<file path="config.mk">
export PLATFORM = sky130hd
export DESIGN_NAME = cpu
export DESIGN_NICKNAME = d
export VERILOG_FILES = /design/src/common/cpu_pkg.sv /design/src/control/cpu_control.sv /design/src/datapath/alu.sv /design/src/datapath/datapath.sv /design/src/datapath/register_file.sv /design/src/cpu.sv /design/src/program_counter.sv
export VERILOG_INCLUDE_DIRS = /design/src /design/src/common
export SDC_FILE = /design/constraint.sdc
export NUM_CORES = 2
export LEC_CHECK = 0
export ABC_AREA = 1
export BUFFER_PORTS_ARGS = -buffer_cell sky130_fd_sc_hd__buf_2
export CELL_PAD_IN_SITES_DETAIL_PLACEMENT = 0
export CELL_PAD_IN_SITES_GLOBAL_PLACEMENT = 1
export CORE_UTILIZATION = 35
export DETAILED_ROUTE_END_ITERATION = 8
export PLACE_DENSITY_LB_ADDON = 0.05
export SLEW_MARGIN = 25
export SYNTH_ARGS = -nofsm -noshare
export SYNTH_HDL_FRONTEND = slang
export SYNTH_SLANG_ARGS = --single-unit
</file>
<file path="constraint.sdc">
create_clock -name clk -period 6.4 [get_ports clk]
set_input_delay 0.32 -clock clk [delete_from_list [all_inputs] [get_ports clk]]
set_output_delay 0.32 -clock clk [all_outputs]
set_load 0.02 [all_outputs]
</file>
<file path="src/common/cpu_macros.svh">
`ifndef CPU_MACROS_SVH
`define CPU_MACROS_SVH

// datapath widths
`define CPU_WORD_W       32
`define CPU_REG_CNT      32
`define CPU_REG_IDX_W    5
`define CPU_IMM_W        16
`define CPU_SHAMT_W      5
`define CPU_OPCODE_W     6
`define CPU_FN_W         6
`define CPU_ALU_OP_W     4          // alu function comes from the low opcode bits

// register operations carry a rotate amount and this function field
`define CPU_FN_IMM_SHIFT 6'b000000

`define CPU_OP_AND       6'b000000
`define CPU_OP_OR        6'b000001
`define CPU_OP_NOR       6'b000010
`define CPU_OP_XOR       6'b000011
`define CPU_OP_ADD       6'b000100
`define CPU_OP_SUB       6'b000101
`define CPU_OP_ANDI      6'b100000
`define CPU_OP_ORI       6'b100001
`define CPU_OP_XORI      6'b100011
`define CPU_OP_ADDI      6'b100100
`define CPU_OP_LW        6'b101000
`define CPU_OP_SW        6'b101001
`define CPU_OP_BEQ       6'b010101  // low bits select sub for the compare
`define CPU_OP_BNE       6'b110101
`define CPU_OP_NOP       6'b010011
`define CPU_OP_HALT      6'b010111

`endif

</file>
<file path="src/common/cpu_pkg.sv">
`include "cpu_macros.svh"

package cpu_pkg;

    typedef logic [`CPU_WORD_W-1:0]    word_t;     // bus, register, pc or memory word
    typedef logic [`CPU_REG_IDX_W-1:0] reg_idx_t;
    typedef logic [`CPU_IMM_W-1:0]     imm_t;      // raw immediate, sign extended on the bus
    typedef logic [`CPU_SHAMT_W-1:0]   shamt_t;    // left rotate amount
    typedef logic [`CPU_FN_W-1:0]      fn_t;
    typedef logic [`CPU_ALU_OP_W-1:0]  alu_op_t;

    typedef enum logic [`CPU_OPCODE_W-1:0] {
        op_and  = `CPU_OP_AND,
        op_or   = `CPU_OP_OR,
        op_nor  = `CPU_OP_NOR,
        op_xor  = `CPU_OP_XOR,
        op_add  = `CPU_OP_ADD,
        op_sub  = `CPU_OP_SUB,
        op_andi = `CPU_OP_ANDI,
        op_ori  = `CPU_OP_ORI,
        op_xori = `CPU_OP_XORI,
        op_addi = `CPU_OP_ADDI,
        op_lw   = `CPU_OP_LW,
        op_sw   = `CPU_OP_SW,
        op_beq  = `CPU_OP_BEQ,
        op_bne  = `CPU_OP_BNE,
        op_nop  = `CPU_OP_NOP,
        op_halt = `CPU_OP_HALT
    } opcode_e;

    typedef enum logic [2:0] {
        bus_pc,
        bus_reg,
        bus_imm,
        bus_alu,
        bus_membuf
    } bus_src_e;

    typedef enum logic [4:0] {
        fetch_addr, fetch_wait, decode,
        alu_op, alu_wb, imm_op, imm_wb,
        br_cmp, br_test, br_add, br_load,
        mem_addr, mem_mar, load_wait, load_wb, store_wait,
        done, fault
    } state_e;

endpackage

</file>
<file path="src/control/cpu_control.sv">
`timescale 1ns/1ps
`include "cpu_macros.svh"

module cpu_control import cpu_pkg::*; (
    input  logic     clk,
    input  logic     reset_b,
    input  word_t    instr,
    input  logic     mem_ready,
    input  logic     alu_zero,
    input  logic     alu_ovf,
    output bus_src_e bus_src,
    output reg_idx_t rd_idx,
    output logic     reg_wr,
    output logic     ir_load,
    output logic     mar_load,
    output logic     mdr_load,
    output logic     alu_a_load,
    output logic     alu_y_load,
    output logic     alu_force_add,
    output logic     rotate_en,
    output logic     pc_inc,
    output logic     pc_load,
    output logic     mem_rd,
    output logic     mem_wr,
    output logic     complete,
    output logic     error
);

    state_e   state;
    state_e   next_state;
    opcode_e  opcode;
    reg_idx_t r1;               // destination, or the store / compare source
    reg_idx_t r2;               // operand a and base register
    reg_idx_t r3;
    fn_t      fn;
    logic     equal;
    logic     taken;

    assign opcode = opcode_e'(instr[31:26]);
    assign r1     = instr[25:21];
    assign r2     = instr[20:16];
    assign r3     = instr[15:11];
    assign fn     = instr[5:0];

    assign equal = alu_zero & ~alu_ovf;
    assign taken = (opcode == op_beq) ? equal : ~equal;

    always_ff @(posedge clk or negedge reset_b) begin
        if (!reset_b) begin
            state <= fetch_addr;
        end else begin
            state <= next_state;
        end
    end

    always_comb begin
        next_state = state;
        case (state)
            fetch_addr: next_state = fetch_wait;
            fetch_wait: next_state = mem_ready ? decode : fetch_wait;
            decode: begin
                case (opcode)
                    op_and, op_or, op_nor, op_xor, op_add, op_sub:
                        next_state = (fn == `CPU_FN_IMM_SHIFT) ? alu_op : fault;
                    op_andi, op_ori, op_xori, op_addi: next_state = imm_op;
                    op_beq, op_bne:                    next_state = br_cmp;
                    op_lw, op_sw:                      next_state = mem_addr;
                    op_nop:                            next_state = fetch_addr;
                    op_halt:                           next_state = done;
                    default:                           next_state = fault;
                endcase
            end
            alu_op:     next_state = alu_wb;
            imm_op:     next_state = imm_wb;
            alu_wb, imm_wb, load_wb:
                next_state = (r1 == '0) ? fault : fetch_addr;   // r0 is read only
            br_cmp:     next_state = br_test;
            br_test:    next_state = taken ? br_add : fetch_addr;
            br_add:     next_state = br_load;
            br_load:    next_state = fetch_addr;
            mem_addr:   next_state = mem_mar;
            mem_mar:    next_state = (opcode == op_lw) ? load_wait : store_wait;
            load_wait:  next_state = mem_ready ? load_wb : load_wait;
            store_wait: next_state = mem_ready ? fetch_addr : store_wait;
            done:       next_state = done;
            default:    next_state = fault;
        endcase
    end

    always_comb begin
        bus_src       = bus_pc;
        rd_idx        = r2;
        reg_wr        = 1'b0;
        ir_load       = 1'b0;
        mar_load      = 1'b0;
        mdr_load      = 1'b0;
        alu_a_load    = 1'b0;
        alu_y_load    = 1'b0;
        alu_force_add = 1'b0;
        rotate_en     = 1'b0;
        pc_inc        = 1'b0;
        pc_load       = 1'b0;
        mem_rd        = 1'b0;
        mem_wr        = 1'b0;
        case (state)
            fetch_addr: mar_load = 1'b1;                // bus carries the pc
            fetch_wait: begin
                mem_rd  = 1'b1;
                ir_load = mem_ready;                    // instruction valid with the strobe
                pc_inc  = mem_ready;
            end
            decode: begin
                bus_src    = bus_reg;                   // operand a = r2
                alu_a_load = 1'b1;
            end
            alu_op: begin
                bus_src    = bus_reg;
                rd_idx     = r3;
                alu_y_load = 1'b1;
                rotate_en  = 1'b1;
            end
            imm_op: begin
                bus_src    = bus_imm;
                alu_y_load = 1'b1;
            end
            alu_wb, imm_wb: begin
                bus_src = bus_alu;
                rd_idx  = r1;
                reg_wr  = (r1 != '0);
            end
            br_cmp: begin
                bus_src    = bus_reg;                   // r2 - r1 sets the flags
                rd_idx     = r1;
                alu_y_load = 1'b1;
            end
            br_test: alu_a_load = 1'b1;                 // incremented pc as base
            br_add, mem_addr: begin
                bus_src       = bus_imm;
                alu_y_load    = 1'b1;
                alu_force_add = 1'b1;
            end
            br_load: begin
                bus_src = bus_alu;
                pc_load = 1'b1;
            end
            mem_mar: begin
                bus_src  = bus_alu;
                rd_idx   = r1;
                mar_load = 1'b1;
            end
            load_wait: begin
                mem_rd   = 1'b1;
                mdr_load = mem_ready;
            end
            load_wb: begin
                bus_src = bus_membuf;
                rd_idx  = r1;
                reg_wr  = (r1 != '0);
            end
            store_wait: begin
                rd_idx = r1;                            // store data straight from the read port
                mem_wr = 1'b1;
            end
            default: ;
        endcase
    end

    assign complete = (state == done);
    assign error    = (state == fault);

endmodule

</file>
<file path="src/datapath/alu.sv">
`timescale 1ns/1ps
`include "cpu_macros.svh"

module alu import cpu_pkg::*; (
    input  logic    clk,
    input  logic    reset_b,
    input  logic    a_load,     // operand a from the bus
    input  logic    y_load,     // a op bus into the result register
    input  logic    force_add,  // address and branch target sums
    input  logic    rotate_en,
    input  alu_op_t op,
    input  shamt_t  shamt,
    input  word_t   bus,
    output word_t   result,
    output logic    zero,
    output logic    ovf
);

    localparam int msb = `CPU_WORD_W - 1;

    word_t                     a_q;
    word_t                     y_q;
    word_t                     sum;
    word_t                     diff;
    word_t                     raw;
    word_t                     rot;
    logic                      raw_ovf;
    logic [2*`CPU_WORD_W-1:0]  dbl;

    assign sum  = a_q + bus;
    assign diff = a_q - bus;

    always_comb begin
        raw     = '0;
        raw_ovf = 1'b0;
        if (force_add || op == alu_op_t'(op_add)) begin
            raw     = sum;
            raw_ovf = (a_q[msb] == bus[msb]) && (sum[msb] != a_q[msb]);
        end else begin
            case (op)
                alu_op_t'(op_and): raw = a_q & bus;
                alu_op_t'(op_or):  raw = a_q | bus;
                alu_op_t'(op_nor): raw = ~(a_q | bus);
                alu_op_t'(op_xor): raw = a_q ^ bus;
                alu_op_t'(op_sub): begin
                    raw     = diff;
                    raw_ovf = (a_q[msb] != bus[msb]) && (diff[msb] != a_q[msb]);
                end
                default:           raw = '0;
            endcase
        end
    end

    // left rotate by shifting a doubled copy
    assign dbl = {raw, raw} << shamt;
    assign rot = rotate_en ? dbl[2*`CPU_WORD_W-1:`CPU_WORD_W] : raw;

    always_ff @(posedge clk) begin
        if (a_load) begin
            a_q <= bus;
        end
        if (y_load) begin
            y_q <= rot;
        end
    end

    always_ff @(posedge clk or negedge reset_b) begin
        if (!reset_b) begin
            zero <= 1'b0;
            ovf  <= 1'b0;
        end else if (y_load) begin
            zero <= (rot == '0);
            ovf  <= raw_ovf;
        end
    end

    assign result = y_q;

endmodule

</file>
<file path="src/datapath/datapath.sv">
`timescale 1ns/1ps
`include "cpu_macros.svh"

module datapath import cpu_pkg::*; (
    input  logic     clk,
    input  logic     reset_b,
    input  logic     ir_load,
    input  logic     mar_load,
    input  logic     mdr_load,
    input  logic     alu_a_load,
    input  logic     alu_y_load,
    input  logic     alu_force_add,
    input  logic     rotate_en,
    input  bus_src_e bus_src,
    input  reg_idx_t rd_idx,
    input  logic     reg_wr,
    input  word_t    pc,
    input  word_t    mem_rdata,
    output word_t    instr,
    output word_t    mem_addr,
    output word_t    mem_wdata,
    output word_t    bus,
    output logic     alu_zero,
    output logic     alu_ovf
);

    word_t  ir_q;
    word_t  mar_q;
    word_t  mdr_q;              // memory buffer for lw
    word_t  ext_imm;
    word_t  alu_result;
    word_t  reg_rdata;
    imm_t   imm;
    shamt_t shamt;

    assign imm     = ir_q[`CPU_IMM_W-1:0];
    assign shamt   = ir_q[10:6];
    assign ext_imm = {{(`CPU_WORD_W-`CPU_IMM_W){imm[`CPU_IMM_W-1]}}, imm};

    always_comb begin
        case (bus_src)
            bus_pc:     bus = pc;
            bus_reg:    bus = reg_rdata;
            bus_imm:    bus = ext_imm;
            bus_alu:    bus = alu_result;
            bus_membuf: bus = mdr_q;
            default:    bus = '0;
        endcase
    end

    always_ff @(posedge clk or negedge reset_b) begin
        if (!reset_b) begin
            ir_q  <= '0;
            mar_q <= '0;
        end else begin
            if (ir_load) begin
                ir_q <= mem_rdata;
            end
            if (mar_load) begin
                mar_q <= bus;
            end
        end
    end

    always_ff @(posedge clk) begin
        if (mdr_load) begin
            mdr_q <= mem_rdata;
        end
    end

    assign instr     = ir_q;
    assign mem_addr  = mar_q;
    assign mem_wdata = reg_rdata;

    alu alu_i (
        .clk       (clk),
        .reset_b   (reset_b),
        .a_load    (alu_a_load),
        .y_load    (alu_y_load),
        .force_add (alu_force_add),
        .rotate_en (rotate_en),
        .op        (alu_op_t'(ir_q[29:26])),   // low opcode bits
        .shamt     (shamt),
        .bus       (bus),
        .result    (alu_result),
        .zero      (alu_zero),
        .ovf       (alu_ovf)
    );

    register_file regs_i (
        .clk     (clk),
        .reset_b (reset_b),
        .wr      (reg_wr),
        .idx     (rd_idx),
        .wdata   (bus),
        .rdata   (reg_rdata)
    );

endmodule

</file>
<file path="src/datapath/register_file.sv">
`timescale 1ns/1ps
`include "cpu_macros.svh"

module register_file import cpu_pkg::*; (
    input  logic     clk,
    input  logic     reset_b,
    input  logic     wr,
    input  reg_idx_t idx,       // shared by the read and the write port
    input  word_t    wdata,
    output word_t    rdata
);

    word_t regs [`CPU_REG_CNT];

    always_ff @(posedge clk or negedge reset_b) begin
        if (!reset_b) begin
            for (int i = 0; i < `CPU_REG_CNT; i++) begin
                regs[i] <= '0;
            end
        end else if (wr && idx != '0) begin
            regs[idx] <= wdata;
        end
    end

    // r0 is hardwired to zero
    assign rdata = (idx == '0) ? '0 : regs[idx];

endmodule

</file>
<file path="src/cpu.sv">
`timescale 1ns/1ps

module cpu import cpu_pkg::*; (
    input  logic  clk,
    input  logic  reset_b,
    output word_t mem_addr,
    output word_t mem_wdata,
    output logic  mem_rd,
    output logic  mem_wr,
    input  word_t mem_rdata,
    input  logic  mem_ready,    // one cycle answer to mem_rd or mem_wr
    output logic  complete,
    output logic  error
);

    word_t    instr;
    word_t    pc;
    word_t    bus;              // internal bus, also feeds the pc load
    bus_src_e bus_src;
    reg_idx_t rd_idx;
    logic     reg_wr;
    logic     ir_load;
    logic     mar_load;
    logic     mdr_load;
    logic     alu_a_load;
    logic     alu_y_load;
    logic     alu_force_add;
    logic     rotate_en;
    logic     pc_inc;
    logic     pc_load;
    logic     alu_zero;
    logic     alu_ovf;

    cpu_control control_i (
        .clk           (clk),
        .reset_b       (reset_b),
        .instr         (instr),
        .mem_ready     (mem_ready),
        .alu_zero      (alu_zero),
        .alu_ovf       (alu_ovf),
        .bus_src       (bus_src),
        .rd_idx        (rd_idx),
        .reg_wr        (reg_wr),
        .ir_load       (ir_load),
        .mar_load      (mar_load),
        .mdr_load      (mdr_load),
        .alu_a_load    (alu_a_load),
        .alu_y_load    (alu_y_load),
        .alu_force_add (alu_force_add),
        .rotate_en     (rotate_en),
        .pc_inc        (pc_inc),
        .pc_load       (pc_load),
        .mem_rd        (mem_rd),
        .mem_wr        (mem_wr),
        .complete      (complete),
        .error         (error)
    );

    program_counter pc_i (
        .clk     (clk),
        .reset_b (reset_b),
        .inc     (pc_inc),
        .load    (pc_load),
        .bus     (bus),
        .pc      (pc)
    );

    datapath datapath_i (
        .clk           (clk),
        .reset_b       (reset_b),
        .ir_load       (ir_load),
        .mar_load      (mar_load),
        .mdr_load      (mdr_load),
        .alu_a_load    (alu_a_load),
        .alu_y_load    (alu_y_load),
        .alu_force_add (alu_force_add),
        .rotate_en     (rotate_en),
        .bus_src       (bus_src),
        .rd_idx        (rd_idx),
        .reg_wr        (reg_wr),
        .pc            (pc),
        .mem_rdata     (mem_rdata),
        .instr         (instr),
        .mem_addr      (mem_addr),
        .mem_wdata     (mem_wdata),
        .bus           (bus),
        .alu_zero      (alu_zero),
        .alu_ovf       (alu_ovf)
    );

endmodule

</file>
<file path="src/program_counter.sv">
`timescale 1ns/1ps

module program_counter import cpu_pkg::*; (
    input  logic  clk,
    input  logic  reset_b,
    input  logic  inc,          // word addressed, so +1 per instruction
    input  logic  load,         // branch target from the bus
    input  word_t bus,
    output word_t pc
);

    always_ff @(posedge clk or negedge reset_b) begin
        if (!reset_b) begin
            pc <= '0;
        end else if (load) begin
            pc <= bus;
        end else if (inc) begin
            pc <= pc + word_t'(1);
        end
    end

endmodule

</file>
After elaboration in Yosys (flattened, before gate mapping) --
Index checks and enable logic that the tools add are counted.
Storage, ports and cells: bits in registers 1223, input bits 35, output and inout port bits 68, word-level logic and storage cells 168
Cells by class: add/sub/neg operators 3, $lt $le $gt $ge 2, eq/ne operators 45, shifts and indexed selects 1, muxes and demuxes 38, bitwise logic cells 8, reduce and logical (&&, ||, !) cells 30
Operators by type and width (number):
- $bwmux W1024 | 1
- $pmux W32 S5 | 2
- $mux W32 | 8
- $bmux W32 S5 | 1
- $demux W32 S5 | 1
- $pmux W5 S15 | 1
- $shl A64 B5 Y64 | 1
- $eq A6 B6 Y1 const B | 7
- $eq A5 B4 Y1 const B | 8
- $add A32 B1 Y32 const B | 1
- $add A32 B32 Y32 | 1
- $and A32 B32 Y32 | 1
- $logic_not A32 Y1 | 1
- $not A32 Y32 | 1
- $or A32 B32 Y32 | 1
- $sub A32 B32 Y32 | 1
- $xor A32 B32 Y32 | 1
- $pmux W5 S6 | 1
- $eq A5 B3 Y1 const B | 4
- $eq A6 B5 Y1 const B | 3
- $logic_not A5 Y1 | 3
- $mux W1 | 14
- $eq A6 B2 Y1 const B | 2
- $eq A6 B3 Y1 const B | 2
- 34 further kinds | 60

Logic depth before layout (Yosys ltp) --
word-level depth 16, gate-level depth with buffers 52, depth with buffers taken out 49

Cells and area by module --
From an unflattened synthesis, not the netlist that was laid out.
Unflattened totals: cell total of the unflattened synthesis 9244, area, all modules 66670.2 µm²
Modules (own cells, without submodules):
- register_file | times used 1, cells each 6329, area an instance 47081.4 µm²
- alu | times used 1, cells each 1856, area an instance 11472.3 µm²
- datapath | times used 1, cells each 560, area an instance 4992.3 µm²
- program_counter | times used 1, cells each 325, area an instance 2218.4 µm²
- cpu_control | times used 1, cells each 174, area an instance 905.9 µm²

Worst setup path before layout --
Ideal clock, no wire load.
path kind reg-to-reg, start point register control_i.state[3], end point register datapath_i.alu_i.zero, setup time 65 ps, arrival time 5279 ps, slack 1056 ps, cell stages (with the launch flop) 44, buffers on the path 4, period minus slack after synthesis 5344 ps, cell sequence dfrtp_1 nor2_1 inv_2 nor2_2 nand2_2 nand2_4 inv_2 a21oi_4 nor2_4 inv_4 buf_6 buf_2 o22ai_1 o21ai_0 nand4_1 nor3_2 nand2_1 nand2_2 [... 8 more ...] nand2_1 nand2_1 nand2_1 nand3_1 nand3_1 nand3_1 nand3_1 nand3_1 nand2_1 nand2_1 nand3_1 nand2_1 nand2_1 nor2_1 nand2_1 nor2_1 nand3_1 nand2_1
Between the ends: word-level cells in the longest chain between the ends 16, elaborated cells between the ends (all ways) 47
RTL lines:
- start, declared | line cpu_control.sv:29 | state_e state;
- start signal, assigned | line cpu_control.sv:50 | state <= fetch_addr;
- start signal, assigned | line cpu_control.sv:52 | state <= next_state;
- $eq A5 B3 Y1 or $eq A5 B4 Y1 (tied branches) | line cpu_control.sv:105 | case (state)
- $reduce_or A6 Y1 (no source line)
- $pmux W5 S2 * | line cpu_control.sv:105
- $not A5 Y6 (not written as such) | line register_file.sv:26 | assign rdata = (idx == '0) ? '0 : regs[idx];
- $bmux W32 S5 | line register_file.sv:26
- $mux W32 (not written as such) (2 in series) | line register_file.sv:26
- $mux W32 * | line register_file.sv:26
- named net mem_wdata[4] | line cpu.sv:7 | output word_t mem_wdata,
- $pmux W32 S5 * | line datapath.sv:41 | case (bus_src)
- named net bus[4] | line cpu.sv:18 | word_t bus;
- parallel branches: the longest is 3 deep, another holds $sub A32 B32 Y32
- $mux W32 * | line alu.sv:36 | if (force_add || op == alu_op_t'(op_add)) begin
- $shl A64 B5 Y64 | line alu.sv:55 | assign dbl = {raw, raw} << shamt;
- $mux W32 * | line alu.sv:56 | assign rot = rotate_en ? dbl[2*`CPU_WORD_W-1:`CPU_WORD_W] : raw;
- $logic_not A32 Y1 * | line alu.sv:72 | zero <= (rot == '0);
- end signal, assigned | line alu.sv:72
- end, declared | line alu.sv:15 | output logic zero,
Mark *: on every way through the listed nets, which the timed path passes. The select of a mux whose other input is x is not followed. A chain may end at the register's enable or synchronous reset.

Final worst setup path --
start point register control_i.state[2], end point register datapath_i.alu_i.zero
Between the ends: word-level cells in the longest chain between the ends 16, elaborated cells between the ends (all ways) 47
RTL lines:
- $eq A5 B3 Y1 or $eq A5 B4 Y1 (tied branches) | line cpu_control.sv:105
- $reduce_or A6 Y1 (no source line)
- $pmux W5 S2 | line cpu_control.sv:105
- $not A5 Y6 (not written as such) | line register_file.sv:26
- $bmux W32 S5 | line register_file.sv:26
- $mux W32 (not written as such) (2 in series) | line register_file.sv:26
- $mux W32 | line register_file.sv:26
- $pmux W32 S5 * | line datapath.sv:41
- named net bus[10] | line cpu.sv:18
- parallel branches: the longest is 3 deep, another holds $sub A32 B32 Y32
- $mux W32 * | line alu.sv:36
- $shl A64 B5 Y64 * | line alu.sv:55
- $mux W32 * | line alu.sv:56
- named net datapath_i.alu_i.rot[5] | line alu.sv:26 | word_t rot;
- $logic_not A32 Y1 * | line alu.sv:72
Marks and branches as above.

==> flow_summary.json <==
{
  "status": "complete, no violations",
  "whs_ns": 0.1961,
  "synth-simple-area-share_pct": 19.20,
  "crit_end": "datapath_i.alu_i.zero$_DFFE_PN0P_",
  "port_buffers": 102,
  "setup.worst_path.end_class": "register",
  "ios": 103,
  "grt_max_degree": 162,
  "worstReg2RegStart": "control_i.state[2]$_DFF_PN0_",
  "yosys_warnings": 0,
  "placed_area_um2": 68810,
  "synth_compound_area_share_pct": 19.59,
  "rr_endpoint": "datapath_i.alu_i.zero$_DFFE_PN0P_",
  "cp.arrival_ns": 7.10,
  "path_max_fanout": 15,
  "yosysSeqAreaShare_pct": 51.59,
  "gp_congestion": 0.9751,
  "clk_latency_ns": 0.80,
  "grtUsageTotal_pct": 30.78,
  "path_buf_inv": 14,
  "yosys.area_share.xor_xnor_pct": 0.4368,
  "cp.required_ns": 7.14,
  "synth_edf_count": 96,
  "place_hpwl_mm": 182.7,
  "synth_top_family_by_area": "compound AO/OA/AOI/OAI gates",
  "cts.sink_count": 1221,
  "vias": 56367,
  "async_flop_share_pct": 92.14,
  "rr_worst_depth": 47,
  "fmax_mhz": 157.1,
  "cp-start-kind": "register",
  "post_synth_num_cell_types": 60,
  "ant_nets": 0,
  "maxCapViolCount": 0,
  "crit_type": "register to register",
  "slew_violations": 0,
  "setup_tns_ns": 0,
  "synth_area_leaders": "dfrtp_1 47%, nand2_1 8.4%, o22ai_1 5.2%",
  "hold_viol_final": 0,
  "first_global_vias": 54701,
  "grt_pass1_wl_mm": 389.7,
  "synthesis.area_um2": 60160,
  "clockBufferDepth": 3,
  "critPathMostFrequentCell": "nand2_1",
  "period_minus_slack_ns": 6.367,
  "synth_top_area_share_pct": 46.80,
  "slowest_stage": "dfrtp_1",
  "fillers": 16726,
  "setup_viol": 0,
  "crit_family": "simple AND/OR/NAND/NOR gates",
  "yosys-top-cells-count": "1348 x nand2_1, 1125 x dfrtp_1, 726 x nor2_1, 551 x a21oi_1, 526 x o21ai_1",
  "cpPeakStageDelay_ns": 0.40,
  "detail_route.wl_per_cell_um": 26.73,
  "drt_pre_antenna_iters": 6,
  "tritoncts": "built",
  "synthMuxAreaShare_pct": 0.01664,
  "fp.dieH_um": 416.6,
  "worst-path-stages": 47,
  "area_growth_pct": 32.51,
  "yosysTopAreaCell": "dfrtp_1",
  "period_share_pct": 99.49,
  "core_um2": 170000,
  "synth_area_per_cell_um2": 8.397,
  "row_count": 151,
  "syn-instance-count": 7164,
  "fin_skew_ns": 0.02832,
  "synth_fa_ha_area_share_pct": 2.063,
  "maxSlewHeadroom_pct": 22.06,
  "final_area_um2": 79720,
  "drive_gt1_share_pct": 27.32,
  "worst_pin_slew_ns": 1.169,
  "cts_buffers": 146,
  "r2r_slack_ns": 0.03,
  "nNetsFinal": 8065,
  "start_util_pct": 35.38,
  "yosysMostFrequentCell": "nand2_1",
  "antenna_found_initial": 3,
  "fp.dieW_um": 416.6,
  "cp-startpoint": "control_i.state[2]$_DFF_PN0_",
  "yosys_register_bits": 1221,
  "cts_root_buf": "clkbuf_16",
  "hold_class": "primary input to asynchronous set/reset pin",
  "totalWireLength_mm": 274.5,
  "grt_overflow_total": 0,
  "synthesis.nets": 7297,
  "synth_top_flop_cell": "dfrtp_1",
  "path_clk_slew_ns": 0.06,
  "cts_max_level": 4,
  "viasPerCell": 5.489,
  "dr.first_iter.drc_count": 5389,
  "drc_errors": 0,
  "rsz0062_at_grt": "yes",
  "dieArea_um2": 173500
}
[what timing repair did]
item,CTS,global route
gates cloned,9,16
hold endpoints to repair,144,0
pin swaps,48,296
gates resized for setup,227,811
hold buffers,34,0
setup endpoints to repair,33,33
setup buffers,36,74
[cells in the final DEF (no fill, tap or decap), types with 29 or more instances in the layout]
cell	synthesis	final
nand2_1	1348	1155
dfrtp_1	1125	1125
buf_4	77	880
nor2_1	726	644
o21ai_1	526	609
a21oi_1	551	508
o22ai_1	500	492
inv_1	333	305
o21ai_0	360	253
nand3_1	458	243
clkbuf_16	0	163
nand3_2	0	157
nand2_2	11	154
buf_2	113	101
edfxtp_1	96	96
buf_12	0	84
inv_2	55	67
nand3_4	0	58
ha_1	96	57
nor2_4	3	55
nand4_1	52	52
nor3_1	70	50
nand2_4	1	47
nor2_2	15	45
a21oi_2	13	45
buf_6	31	44
a221oi_1	44	42
clkbuf_1	306	42
nor3_2	32	39
dlygate4sd3_1	0	34
o221ai_1	33	30
xor2_1	30	29
[per-stage QoR]
| step | std cells | setup WS (ns) | util, % |
|---|---|---|---|
| after floorplan | 7164 | 1.056 | - |
| after global placement | 9832 | -0.9182 | 40.46 |
| after detailed placement | 9832 | -0.8277 | 40.47 |
| after CTS | 10175 | -0.09046 | 44.40 |
| after global routing | 10266 | -0.1804 | 46.88 |
| final | 10269 | 0.03260 | 46.88 |
[cell type report]
| class | count | area [um^2] | share of cell area [%] |
|---|---|---|---|
| diodes | 3 | 7.507 | 0.009418 |
| clock buffers | 210 | 4114 | 5.161 |
| clock inverters | 54 | 755.7 | 0.9480 |
| inverters | 393 | 1567 | 1.965 |
| multi-input cells | 4983 | 28750 | 36.06 |
| flip-flops and latches | 1221 | 31030 | 38.93 |
| well taps | 2218 | 2775 | 3.481 |
| repair buffers | 1184 | 10670 | 13.38 |
| repair inverters | 3 | 48.80 | 0.06121 |
[sequential cells by signal, indices dropped and copies added (netlist names)]
name                     cells
datapath_i.alu_i.ovf         1
datapath_i.alu_i.zero        1
datapath_i.alu_i.a_q        32
datapath_i.instr            32
control_i.state              5
datapath_i.mem_addr         32
datapath_i.alu_i.result     32
datapath_i.mdr_q            32
pc_i.pc                     32
datapath_i.regs_i.regs    1022
[kinds of logic (layout without fill, tap and decap cells)]
family | after synthesis | in the layout
AND/OR/NAND/NOR | 2747 | 2747
AO/OA/AOI/OAI | 2107 | 2107
flip-flops | 1221 | 1221
buffers and inverters | 960 | 1844
adder cells (fa/ha/maj) | 98 | 98
XOR/XNOR | 30 | 30
multiplexers | 1 | 1
other | 0 | 3
[metal layers]
metal / GRT usage (%) / wire length, um / vias to the layer above
li1: - / - / 26192
met1: 44.49 / 126300 / 28102
met2: 48.00 / 123300 / 1727
met3: 4.318 / 16630 / 344
met4: 8.375 / 8186 / 2
met5: 0 / 12 / -
[how the worst min path moves through the flow]
stage / start / to / slack (ns) / cells past startpoint
after floorplan: reset_b / control_i.state[0]$_DFF_PN0_ / 0.02 / 0
after global placement: datapath_i.regs_i.regs[992]$_DFFE_PN0P_ / datapath_i.regs_i.regs[992]$_DFFE_PN0P_ / 0.37 / 0
after detailed placement: datapath_i.regs_i.regs[996]$_DFFE_PN0P_ / datapath_i.regs_i.regs[996]$_DFFE_PN0P_ / 0.37 / 0
after CTS: reset_b / datapath_i.regs_i.regs[526]$_DFFE_PN0P_ / 0.17 / 2
after global routing: mem_rdata[28] / datapath_i.mdr_q[28]$_DFFE_PP_ / 0.23 / 2
final: reset_b / datapath_i.regs_i.regs[180]$_DFFE_PN0P_ / 0.20 / 2
[worst reg2reg max path, delay by kind of cell, from the launching register on]
kind	cells	cell delay (ns)
AO/OA/AOI/OAI	5	0.83
adder cells (fa/ha/maj)	1	0.32
flip-flops	1	0.40
AND/OR/NAND/NOR	27	3.05
buffers and inverters	14	1.69
Power is not shown: default switching activity piles up to over one toggle a cycle in this logic, so the estimate is an artifact.
